## config.mk

```make
export PLATFORM = sky130hd
export DESIGN_NAME = isq_top
export DESIGN_NICKNAME = d
export VERILOG_FILES = /design/src/logic/isq_cfg_pkg.sv /design/src/logic/isq_inst_pkg.sv /design/src/logic/isq.sv /design/src/logic/isq_age.sv /design/src/logic/isq_lin.sv /design/src/logic/isq_select.sv /design/src/logic/isq_top.sv
export SDC_FILE = /design/constraint.sdc
export NUM_CORES = 1
export LEC_CHECK = 0
export ABC_AREA = 1
export BUFFER_PORTS_ARGS = -buffer_cell sky130_fd_sc_hd__clkbuf_2
export CAP_MARGIN = 10
export CELL_PAD_IN_SITES_DETAIL_PLACEMENT = 0
export CELL_PAD_IN_SITES_GLOBAL_PLACEMENT = 1
export CORE_MARGIN = 5
export CORE_UTILIZATION = 52
export CTS_CLUSTER_SIZE = 28
export DETAILED_ROUTE_END_ITERATION = 16
export GPL_TIMING_DRIVEN = 0
export MAX_ROUTING_LAYER = met4
export PLACE_DENSITY = 0.94
export SLEW_MARGIN = 20
export SYNTH_ARGS = -nofsm -noshare
export SYNTH_HDL_FRONTEND = slang
export SYNTH_SLANG_ARGS = --single-unit
```

## constraint.sdc

```tcl
create_clock -name clk -period 6.3 [get_ports clk]
set_clock_uncertainty 0.05 [all_clocks]
set_input_delay 0.63 -clock clk [delete_from_list [all_inputs] [get_ports clk]]
set_output_delay 0.63 -clock clk [all_outputs]
set_load 0.02 [all_outputs]
```

## src/logic/isq_cfg_pkg.sv

```systemverilog
`default_nettype none

////////////////////////////////////////////////////////////
// issue window sizing
////////////////////////////////////////////////////////////

package isq_cfg_pkg;

   // lines in the issue queue
   localparam int ISQ_DEPTH = 16;

   // dispatch ports, line i takes port i mod INST_PORT
   localparam int INST_PORT = 4;

   // width of a line number
   localparam int ISQ_IDX_W = 4;

   // raw instruction word
   localparam int INST_W = 16;

endpackage : isq_cfg_pkg

`default_nettype wire

```

## src/logic/isq_inst_pkg.sv

```systemverilog
`default_nettype none

////////////////////////////////////////////////////////////
// instruction formats and issue commands
////////////////////////////////////////////////////////////

package isq_inst_pkg;

   // top bit of every word picks the format
   typedef enum logic
   {
      KIND_MAT = 1'b0,
      KIND_VEC = 1'b1
   } inst_kind_e;

   // matrix view of a word
   typedef struct packed
   {
      inst_kind_e kind;
      logic       dep;
      logic [1:0] opcode;
      logic [5:0] row;
      logic [5:0] col;
   } mat_fmt_t;

   // vector view of the same word
   typedef struct packed
   {
      inst_kind_e kind;
      logic       dep;
      logic [1:0] opcode;
      logic [3:0] dst;
      logic [3:0] src;
      logic [3:0] imm;
   } vec_fmt_t;

   // kind and dep sit at the same bits in both views
   typedef union packed
   {
      mat_fmt_t mat;
      vec_fmt_t vec;
   } inst_u;

   // one queue line, wat is the wait bit
   typedef struct packed
   {
      logic  valid;
      logic  wat;
      inst_u inst;
   } isq_line_t;

   // issued matrix command
   typedef struct packed
   {
      logic                             valid;
      logic [isq_cfg_pkg::ISQ_IDX_W-1:0] idx;
      logic [1:0]                       opcode;
      logic [5:0]                       row;
      logic [5:0]                       col;
   } mat_cmd_t;

   // issued vector command
   typedef struct packed
   {
      logic                             valid;
      logic [isq_cfg_pkg::ISQ_IDX_W-1:0] idx;
      logic [1:0]                       opcode;
      logic [3:0]                       dst;
      logic [3:0]                       src;
      logic [3:0]                       imm;
   } vec_cmd_t;

endpackage : isq_inst_pkg

`default_nettype wire

```

## src/logic/isq.sv

```systemverilog
`timescale 1ns/1ps
`default_nettype none

////////////////////////////////////////////////////////////
// issue queue line storage
////////////////////////////////////////////////////////////

module isq
(
   input  logic                                                  clk,
   input  logic                                                  rst_n,
   // port 0 in the low word
   input  isq_inst_pkg::inst_u [isq_cfg_pkg::INST_PORT-1:0]      inst_i,
   input  logic [isq_cfg_pkg::ISQ_DEPTH-1:0]                     lin_en_i,
   input  logic                                                  wr_en_i,
   input  logic [isq_cfg_pkg::ISQ_DEPTH-1:0]                     wake_i,
   input  logic                                                  flush_i,
   // one-hot line picked by the selector
   input  logic [isq_cfg_pkg::ISQ_DEPTH-1:0]                     iss_clr_i,
   output isq_inst_pkg::isq_line_t [isq_cfg_pkg::ISQ_DEPTH-1:0] lines_o,
   output logic [isq_cfg_pkg::ISQ_DEPTH-1:0]                     ready_o,
   output logic [isq_cfg_pkg::ISQ_DEPTH-1:0]                     wr_vec_o
);

   import isq_cfg_pkg::*;
   import isq_inst_pkg::*;

   // lines actually written this edge
   assign wr_vec_o = lin_en_i & {ISQ_DEPTH{wr_en_i}};

   ////////////////////////////////////////////////////////////
   // per-line input build and storage
   ////////////////////////////////////////////////////////////

   genvar g;
   generate
      for (g = 0; g < ISQ_DEPTH; g = g + 1)
      begin : g_lin
         isq_line_t lin_in;

         // port select wraps every INST_PORT lines
         // wait comes straight from the dep bit
         assign lin_in = '{
            valid: 1'b1,
            wat:   inst_i[g % INST_PORT].mat.dep,
            inst:  inst_i[g % INST_PORT]
         };

         isq_lin u_lin
         (
            .clk       (clk),
            .rst_n     (rst_n),
            .wr_en_i   (wr_vec_o[g]),
            .lin_i     (lin_in),
            .clr_wat_i (wake_i[g]),
            .clr_val_i (iss_clr_i[g]),
            .fls_i     (flush_i),
            .lin_o     (lines_o[g])
         );

         // eligible once valid and no longer parked
         assign ready_o[g] = lines_o[g].valid & ~lines_o[g].wat;
      end
   endgenerate

endmodule : isq

`default_nettype wire

```

## src/logic/isq_age.sv

```systemverilog
`timescale 1ns/1ps
`default_nettype none

////////////////////////////////////////////////////////////
// age matrix
// row k, bit j set means line j went in before line k
////////////////////////////////////////////////////////////

module isq_age
(
   input  logic                                                          clk,
   input  logic                                                          rst_n,
   input  logic [isq_cfg_pkg::ISQ_DEPTH-1:0]                             wr_vec_i,
   input  logic                                                          flush_i,
   output logic [isq_cfg_pkg::ISQ_DEPTH-1:0][isq_cfg_pkg::ISQ_DEPTH-1:0] older_o
);

   import isq_cfg_pkg::*;

   logic [ISQ_DEPTH-1:0][ISQ_DEPTH-1:0] older_q;
   logic [ISQ_DEPTH-1:0][ISQ_DEPTH-1:0] older_nxt;

   ////////////////////////////////////////////////////////////
   // next state
   ////////////////////////////////////////////////////////////

   always_comb
   begin
      for (int k = 0; k < ISQ_DEPTH; k++)
      begin
         for (int j = 0; j < ISQ_DEPTH; j++)
         begin
            if (wr_vec_i[k])
            begin
               // fresh line is younger than everything not written now,
               // and among same-cycle writes the lower index wins
               older_nxt[k][j] = (j != k) && (!wr_vec_i[j] || (j < k));
            end
            else
            begin
               // a rewritten line becomes the youngest
               older_nxt[k][j] = older_q[k][j] && !wr_vec_i[j];
            end
         end
      end
   end

   ////////////////////////////////////////////////////////////
   // state
   ////////////////////////////////////////////////////////////

   always_ff @(posedge clk or negedge rst_n)
   begin
      if (!rst_n)
         older_q <= '0;
      // flush drops any write of the same cycle
      else if (flush_i)
         older_q <= '0;
      else
         older_q <= older_nxt;
   end

   // stale rows of invalid lines are harmless, selector masks by ready
   assign older_o = older_q;

endmodule : isq_age

`default_nettype wire

```

## src/logic/isq_lin.sv

```systemverilog
`timescale 1ns/1ps
`default_nettype none

////////////////////////////////////////////////////////////
// single issue queue line
////////////////////////////////////////////////////////////

module isq_lin
(
   input  logic                    clk,
   input  logic                    rst_n,
   input  logic                    wr_en_i,
   input  isq_inst_pkg::isq_line_t lin_i,
   input  logic                    clr_wat_i,
   input  logic                    clr_val_i,
   input  logic                    fls_i,
   output isq_inst_pkg::isq_line_t lin_o
);

   import isq_inst_pkg::*;

   // state bits
   logic  val_q;
   logic  wat_q;
   // payload, only meaningful while valid
   inst_u inst_q;

   // flush beats everything, then a new write
   always_ff @(posedge clk or negedge rst_n)
   begin
      if (!rst_n)
      begin
         val_q <= 1'b0;
         wat_q <= 1'b0;
      end
      else if (fls_i)
      begin
         val_q <= 1'b0;
         wat_q <= 1'b0;
      end
      else if (wr_en_i)
      begin
         val_q <= lin_i.valid;
         // dep instructions park until woken
         wat_q <= lin_i.wat;
      end
      else
      begin
         // issued line leaves the window
         if (clr_val_i)
            val_q <= 1'b0;
         // completion wake-up
         if (clr_wat_i)
            wat_q <= 1'b0;
      end
   end

   // instruction word
   always_ff @(posedge clk)
   begin
      if (wr_en_i)
         inst_q <= lin_i.inst;
   end

   assign lin_o = '{valid: val_q, wat: wat_q, inst: inst_q};

endmodule : isq_lin

`default_nettype wire

```

## src/logic/isq_select.sv

```systemverilog
`timescale 1ns/1ps
`default_nettype none

////////////////////////////////////////////////////////////
// oldest-ready pick and command decode
////////////////////////////////////////////////////////////

module isq_select
(
   input  logic                                                          clk,
   input  logic                                                          rst_n,
   input  logic [isq_cfg_pkg::ISQ_DEPTH-1:0]                             ready_i,
   input  isq_inst_pkg::isq_line_t [isq_cfg_pkg::ISQ_DEPTH-1:0]         lines_i,
   input  logic [isq_cfg_pkg::ISQ_DEPTH-1:0][isq_cfg_pkg::ISQ_DEPTH-1:0] older_i,
   input  logic                                                          stall_i,
   output logic [isq_cfg_pkg::ISQ_DEPTH-1:0]                             iss_clr_o,
   output isq_inst_pkg::mat_cmd_t                                        mat_cmd_o,
   output isq_inst_pkg::vec_cmd_t                                        vec_cmd_o
);

   import isq_cfg_pkg::*;
   import isq_inst_pkg::*;

   logic [ISQ_DEPTH-1:0] pick;
   logic                 pick_any;
   logic [ISQ_IDX_W-1:0] pick_idx;
   inst_u                word;
   mat_cmd_t             mat_nxt;
   vec_cmd_t             vec_nxt;
   mat_cmd_t             mat_q;
   vec_cmd_t             vec_q;

   ////////////////////////////////////////////////////////////
   // pick
   ////////////////////////////////////////////////////////////

   // a ready line with no ready line ahead of it
   // the matrix is a total order, so at most one bit survives
   always_comb
   begin
      for (int k = 0; k < ISQ_DEPTH; k++)
         pick[k] = ready_i[k] && ((older_i[k] & ready_i) == '0) && !stall_i;
   end

   assign pick_any  = |pick;
   // back to storage, clears valid on this edge
   assign iss_clr_o = pick;

   // one-hot to index
   always_comb
   begin
      pick_idx = '0;
      for (int k = 0; k < ISQ_DEPTH; k++)
      begin
         if (pick[k])
            pick_idx = pick_idx | ISQ_IDX_W'(k);
      end
   end

   ////////////////////////////////////////////////////////////
   // decode, same word read through either view
   ////////////////////////////////////////////////////////////

   assign word = lines_i[pick_idx].inst;

   assign mat_nxt = '{
      valid:  pick_any && (word.mat.kind == KIND_MAT),
      idx:    pick_idx,
      opcode: word.mat.opcode,
      row:    word.mat.row,
      col:    word.mat.col
   };

   assign vec_nxt = '{
      valid:  pick_any && (word.vec.kind == KIND_VEC),
      idx:    pick_idx,
      opcode: word.vec.opcode,
      dst:    word.vec.dst,
      src:    word.vec.src,
      imm:    word.vec.imm
   };

   // command stage, one cycle after the pick
   always_ff @(posedge clk or negedge rst_n)
   begin
      if (!rst_n)
      begin
         mat_q <= '0;
         vec_q <= '0;
      end
      else
      begin
         mat_q <= mat_nxt;
         vec_q <= vec_nxt;
      end
   end

   assign mat_cmd_o = mat_q;
   assign vec_cmd_o = vec_q;

endmodule : isq_select

`default_nettype wire

```

## src/logic/isq_top.sv

```systemverilog
`timescale 1ns/1ps
`default_nettype none

////////////////////////////////////////////////////////////
// issue window top
////////////////////////////////////////////////////////////

module isq_top
(
   input  logic                                                 clk,
   input  logic                                                 rst_n,
   // four words, port 0 in the low bits
   input  logic [isq_cfg_pkg::INST_PORT*isq_cfg_pkg::INST_W-1:0] inst_i,
   input  logic [isq_cfg_pkg::ISQ_DEPTH-1:0]                    lin_en_i,
   input  logic                                                 wr_en_i,
   input  logic [isq_cfg_pkg::ISQ_DEPTH-1:0]                    wake_i,
   input  logic                                                 flush_i,
   input  logic                                                 stall_i,
   output isq_inst_pkg::mat_cmd_t                               mat_cmd_o,
   output isq_inst_pkg::vec_cmd_t                               vec_cmd_o
);

   import isq_cfg_pkg::*;
   import isq_inst_pkg::*;

   isq_line_t [ISQ_DEPTH-1:0]                lines;
   logic [ISQ_DEPTH-1:0]                     ready_vec;
   logic [ISQ_DEPTH-1:0]                     wr_vec;
   logic [ISQ_DEPTH-1:0][ISQ_DEPTH-1:0]      older_mat;
   logic [ISQ_DEPTH-1:0]                     iss_clr;

   // storage, flat word bus lands on the packed union array
   isq u_isq
   (
      .clk       (clk),
      .rst_n     (rst_n),
      .inst_i    (inst_i),
      .lin_en_i  (lin_en_i),
      .wr_en_i   (wr_en_i),
      .wake_i    (wake_i),
      .flush_i   (flush_i),
      .iss_clr_i (iss_clr),
      .lines_o   (lines),
      .ready_o   (ready_vec),
      .wr_vec_o  (wr_vec)
   );

   // write order
   isq_age u_age
   (
      .clk      (clk),
      .rst_n    (rst_n),
      .wr_vec_i (wr_vec),
      .flush_i  (flush_i),
      .older_o  (older_mat)
   );

   // pick and command
   isq_select u_sel
   (
      .clk       (clk),
      .rst_n     (rst_n),
      .ready_i   (ready_vec),
      .lines_i   (lines),
      .older_i   (older_mat),
      .stall_i   (stall_i),
      .iss_clr_o (iss_clr),
      .mat_cmd_o (mat_cmd_o),
      .vec_cmd_o (vec_cmd_o)
   );

endmodule : isq_top

`default_nettype wire

```

==> impl_metrics.tcl <==
set metrics [dict create \
    status "completed" \
    grt_first_pass_wirelength_microns 114000 \
    switchingPower_uw 2940 \
    ios 139 \
    synth-async-reset-ratio 0.562 \
    path_cells "inv_2 -> nor2_4 -> buf_4 -> nand4_1 -> nor2_1 -> nand2_1 -> nor2_1 -> nor2_1 -> nand3_1 -> clkbuf_1 -> a21oi_1 -> o21ai_0 -> nand3_1 -> nand3_1 -> nand2_1" \
    hold_viol 0 \
    synth_nets 2382 \
    powerDensity_nw_per_um2 361 \
    rows 76 \
    avgSynthCellArea_sq_um 10.0 \
    grt_pass1_vias 17971 \
    grt_use_total 0.335 \
    ys_ff_latch 548 \
    relSlewSlack 0.256 \
    postCtsSetupRepairBufs 0 \
    layoutNonFillerInstCount 3113 \
    slew_viol_final 0 \
    finalInstanceArea_sq_um 26300 \
    antenna_found_initial 1 \
    cts_tree "done" \
    cts_buffers 55 \
    pwr-share-comb 0.208 \
    finalCritPeriodShare 0.631 \
    fin_ws_ns 2.33 \
    start_util 0.528 \
    synth_area_leaders "dfrtp_1, edfxtp_1, nand2_1" \
    place_area_sq_um 24500 \
    via_per_inst 5.85 \
    hp-class "primary input to register" \
    grt_max_degree 87 \
    ys_seq_area_frac 0.651 \
    rsz0062_at_grt "no" \
    worstSetupPathType "register to register" \
    seq_power_share 0.438 \
    fmax_ghz 0.252 \
    crit_family "simple AND/OR/NAND/NOR gates" \
    synth.top_cell.area_share 0.337 \
    path_max_fanout 10 \
    cpPeakStageDelay_ns 0.53 \
    clkSinkCount 548 \
    dieArea_sq_um 48300 \
    die_width_microns 220 \
    wirelength_microns 78500 \
    setup_violations 0 \
    place_ws_ns 2.25 \
    ant_nets 0 \
    syn_to_final_growth_pct 14.9 \
    syn_inst 2281 \
    cts.clk_slew.worst_paths_ns 0.06 \
    clockPowerShare 0.354 \
    clockRootBuffer "clkbuf_16" \
    period_minus_slack_ns 3.97 \
    synth_area_sq_um 22900 \
    yosysWarnings 0 \
    htree_levels 2 \
    hold_slack_ns 0.166 \
    initialDrtViolationCount 2170 \
    drive_gt1_frac 0.135 \
    critical_path_required_ns 6.73 \
    power_switching_share 0.309 \
    yosys.area.top_type "dfrtp_1" \
    synth_edf_count 240 \
    core-area_sq_um 43400 \
    firstDrtPassIters 6 \
    max-vdd-ir-drop_mv 0.223 \
    dp_hpwl_microns 55700 \
    ys_top_cells_by_count "nand2_1, dfrtp_1, nand3_1" \
    crit_buf_inv 3 \
    routabilityCongestion 0.975 \
    die_h_microns 220 \
    place_inst 3008 \
    post-synth-top-count-cell "nand2_1" \
    clock_path_buffers 3 \
    drc 0 \
    wl_per_cell_microns 25.2 \
    worst_setup_path_start_kind "register" \
    synth.distinct_cells 33 \
    dominantRegCellSynth "dfrtp_1" \
    overflow 0 \
    cap_viol_max_count 0 \
    design.final.nets 2582 \
    p_int_uw 6570 \
    worstPathArrival_ns 4.41 \
    cp-end-kind "register" \
    vias 18198 \
    io_buffers 136 \
    tightestPinTransition_ns 1.11 \
    insertion_delay_ns 0.63 \
    final_util 0.607 \
    critPathSlowestCell "nor2_1" \
    cellLeakagePower_uw 0.0122 \
]
==> cell usage in the layout, fill, tap and decap left out, types with 10 or more instances in the layout <==
cell,count
o31ai_1,10
nor2_4,16
buf_2,17
a21oi_1,80
buf_4,36
clkinv_2,13
o22ai_1,15
o21ai_1,16
dfrtp_1,308
clkbuf_16,56
buf_6,11
nand2_1,473
o211ai_1,70
o21ai_0,54
nor2_1,263
nand4_1,14
nand3_1,297
edfxtp_1,240
clkbuf_2,138
clkbuf_1,57
inv_2,23
o32ai_1,15
inv_1,241
==> flip-flops by register name (all words and copies together), names as in the netlist <==
register,flops
u_isq.g_lin.u_lin.wat_q,16
u_isq.g_lin.u_lin.inst_q,240
u_isq.g_lin.u_lin.val_q,16
u_sel.vec_cmd_o,10
u_age.older_o,256
u_sel.mat_cmd_o,10
==> worst register-to-register path, delay by kind of cell, from the launching register on <==
kind | cells | cell delay, ns
flops | 1 | 0.50
simple gates | 10 | 2.08
compound gates | 2 | 0.31
buf+inv | 3 | 0.90
==> worst paths after layout <==
path	slack [ns]	end	startpoint	cells past startpoint
worst max-delay path	2.33	u_sel.mat_cmd_o[3]	u_isq.g_lin[7].u_lin.val_q	15
worst min-delay path	0.17	u_isq.g_lin[7].u_lin.wat_q	wake_i[7]	2
worst max register to register	2.33	u_sel.mat_cmd_o[3]	u_isq.g_lin[7].u_lin.val_q	15
worst min register to register	0.44	u_age.older_o[68]	u_age.older_o[68]	2
max in group asynchronous	4.45	u_age.older_o[120]	rst_n	5
min in group asynchronous	0.33	u_sel.mat_cmd_o[15]	rst_n	2
==> per-layer routing <==
layer,wire length [microns],share of wire,vias to the layer above,track usage
li1,-,-,7968,-
met1,28500,0.36,8785,0.414
met2,36500,0.47,1167,0.523
met3,7970,0.10,278,0.0624
met4,5520,0.070,0,0.193
met5,0,0,-,-
==> logic make-up (layout without fill, tap and decap cells) <==
family | after synthesis | count (layout) | synth area share
DFF | 548 | 548 | 0.651
other | 0 | 1 | 0
buffers and inverters | 382 | 628 | 0.0731
AOI/OAI and AO/OA | 267 | 267 | 0.0715
and+or+nand+nor | 1084 | 1084 | 0.204
==> timing repair <==
item                                   in CTS  in global routing
endpoints found under the hold margin       4                  0
resized for setup                           0                  0
hold buffers                                1                  0
==> final cells by class <==
class	instances	area (sq um)
Antenna cell	1	2.50
Buffer	115	674
Clock buffer	74	1500
Clock inverter	29	333
Fill cell	3684	17000
Inverter	267	1000
Multi-Input combinational cell	1351	6310
Sequential cell	548	14900
Tap cell	585	732
Timing Repair Buffer	143	850
==> power groups by stage <==
stage	combinational, uW	clock (uW)	sequential (uW)
2_1_floorplan	1080	0	4260
3_3_place_gp	1890	0	4210
3_5_place_dp	1940	0	4230
4_1_cts	1950	3380	4160
5_1_grt	2090	3540	4180
6_report	1980	3370	4160
==> metrics by stage <==
| stage | power [uW] | setup TNS (ns) |
|---|---|---|
| floorplan | 5330 | 0 |
| global placement | 6110 | -633.02 |
| detailed placement | 6170 | 0 |
| CTS | 9480 | 0 |
| global route | 9810 | 0 |
| finish | 9510 | 0 |
(Power assumes the default switching activity.)
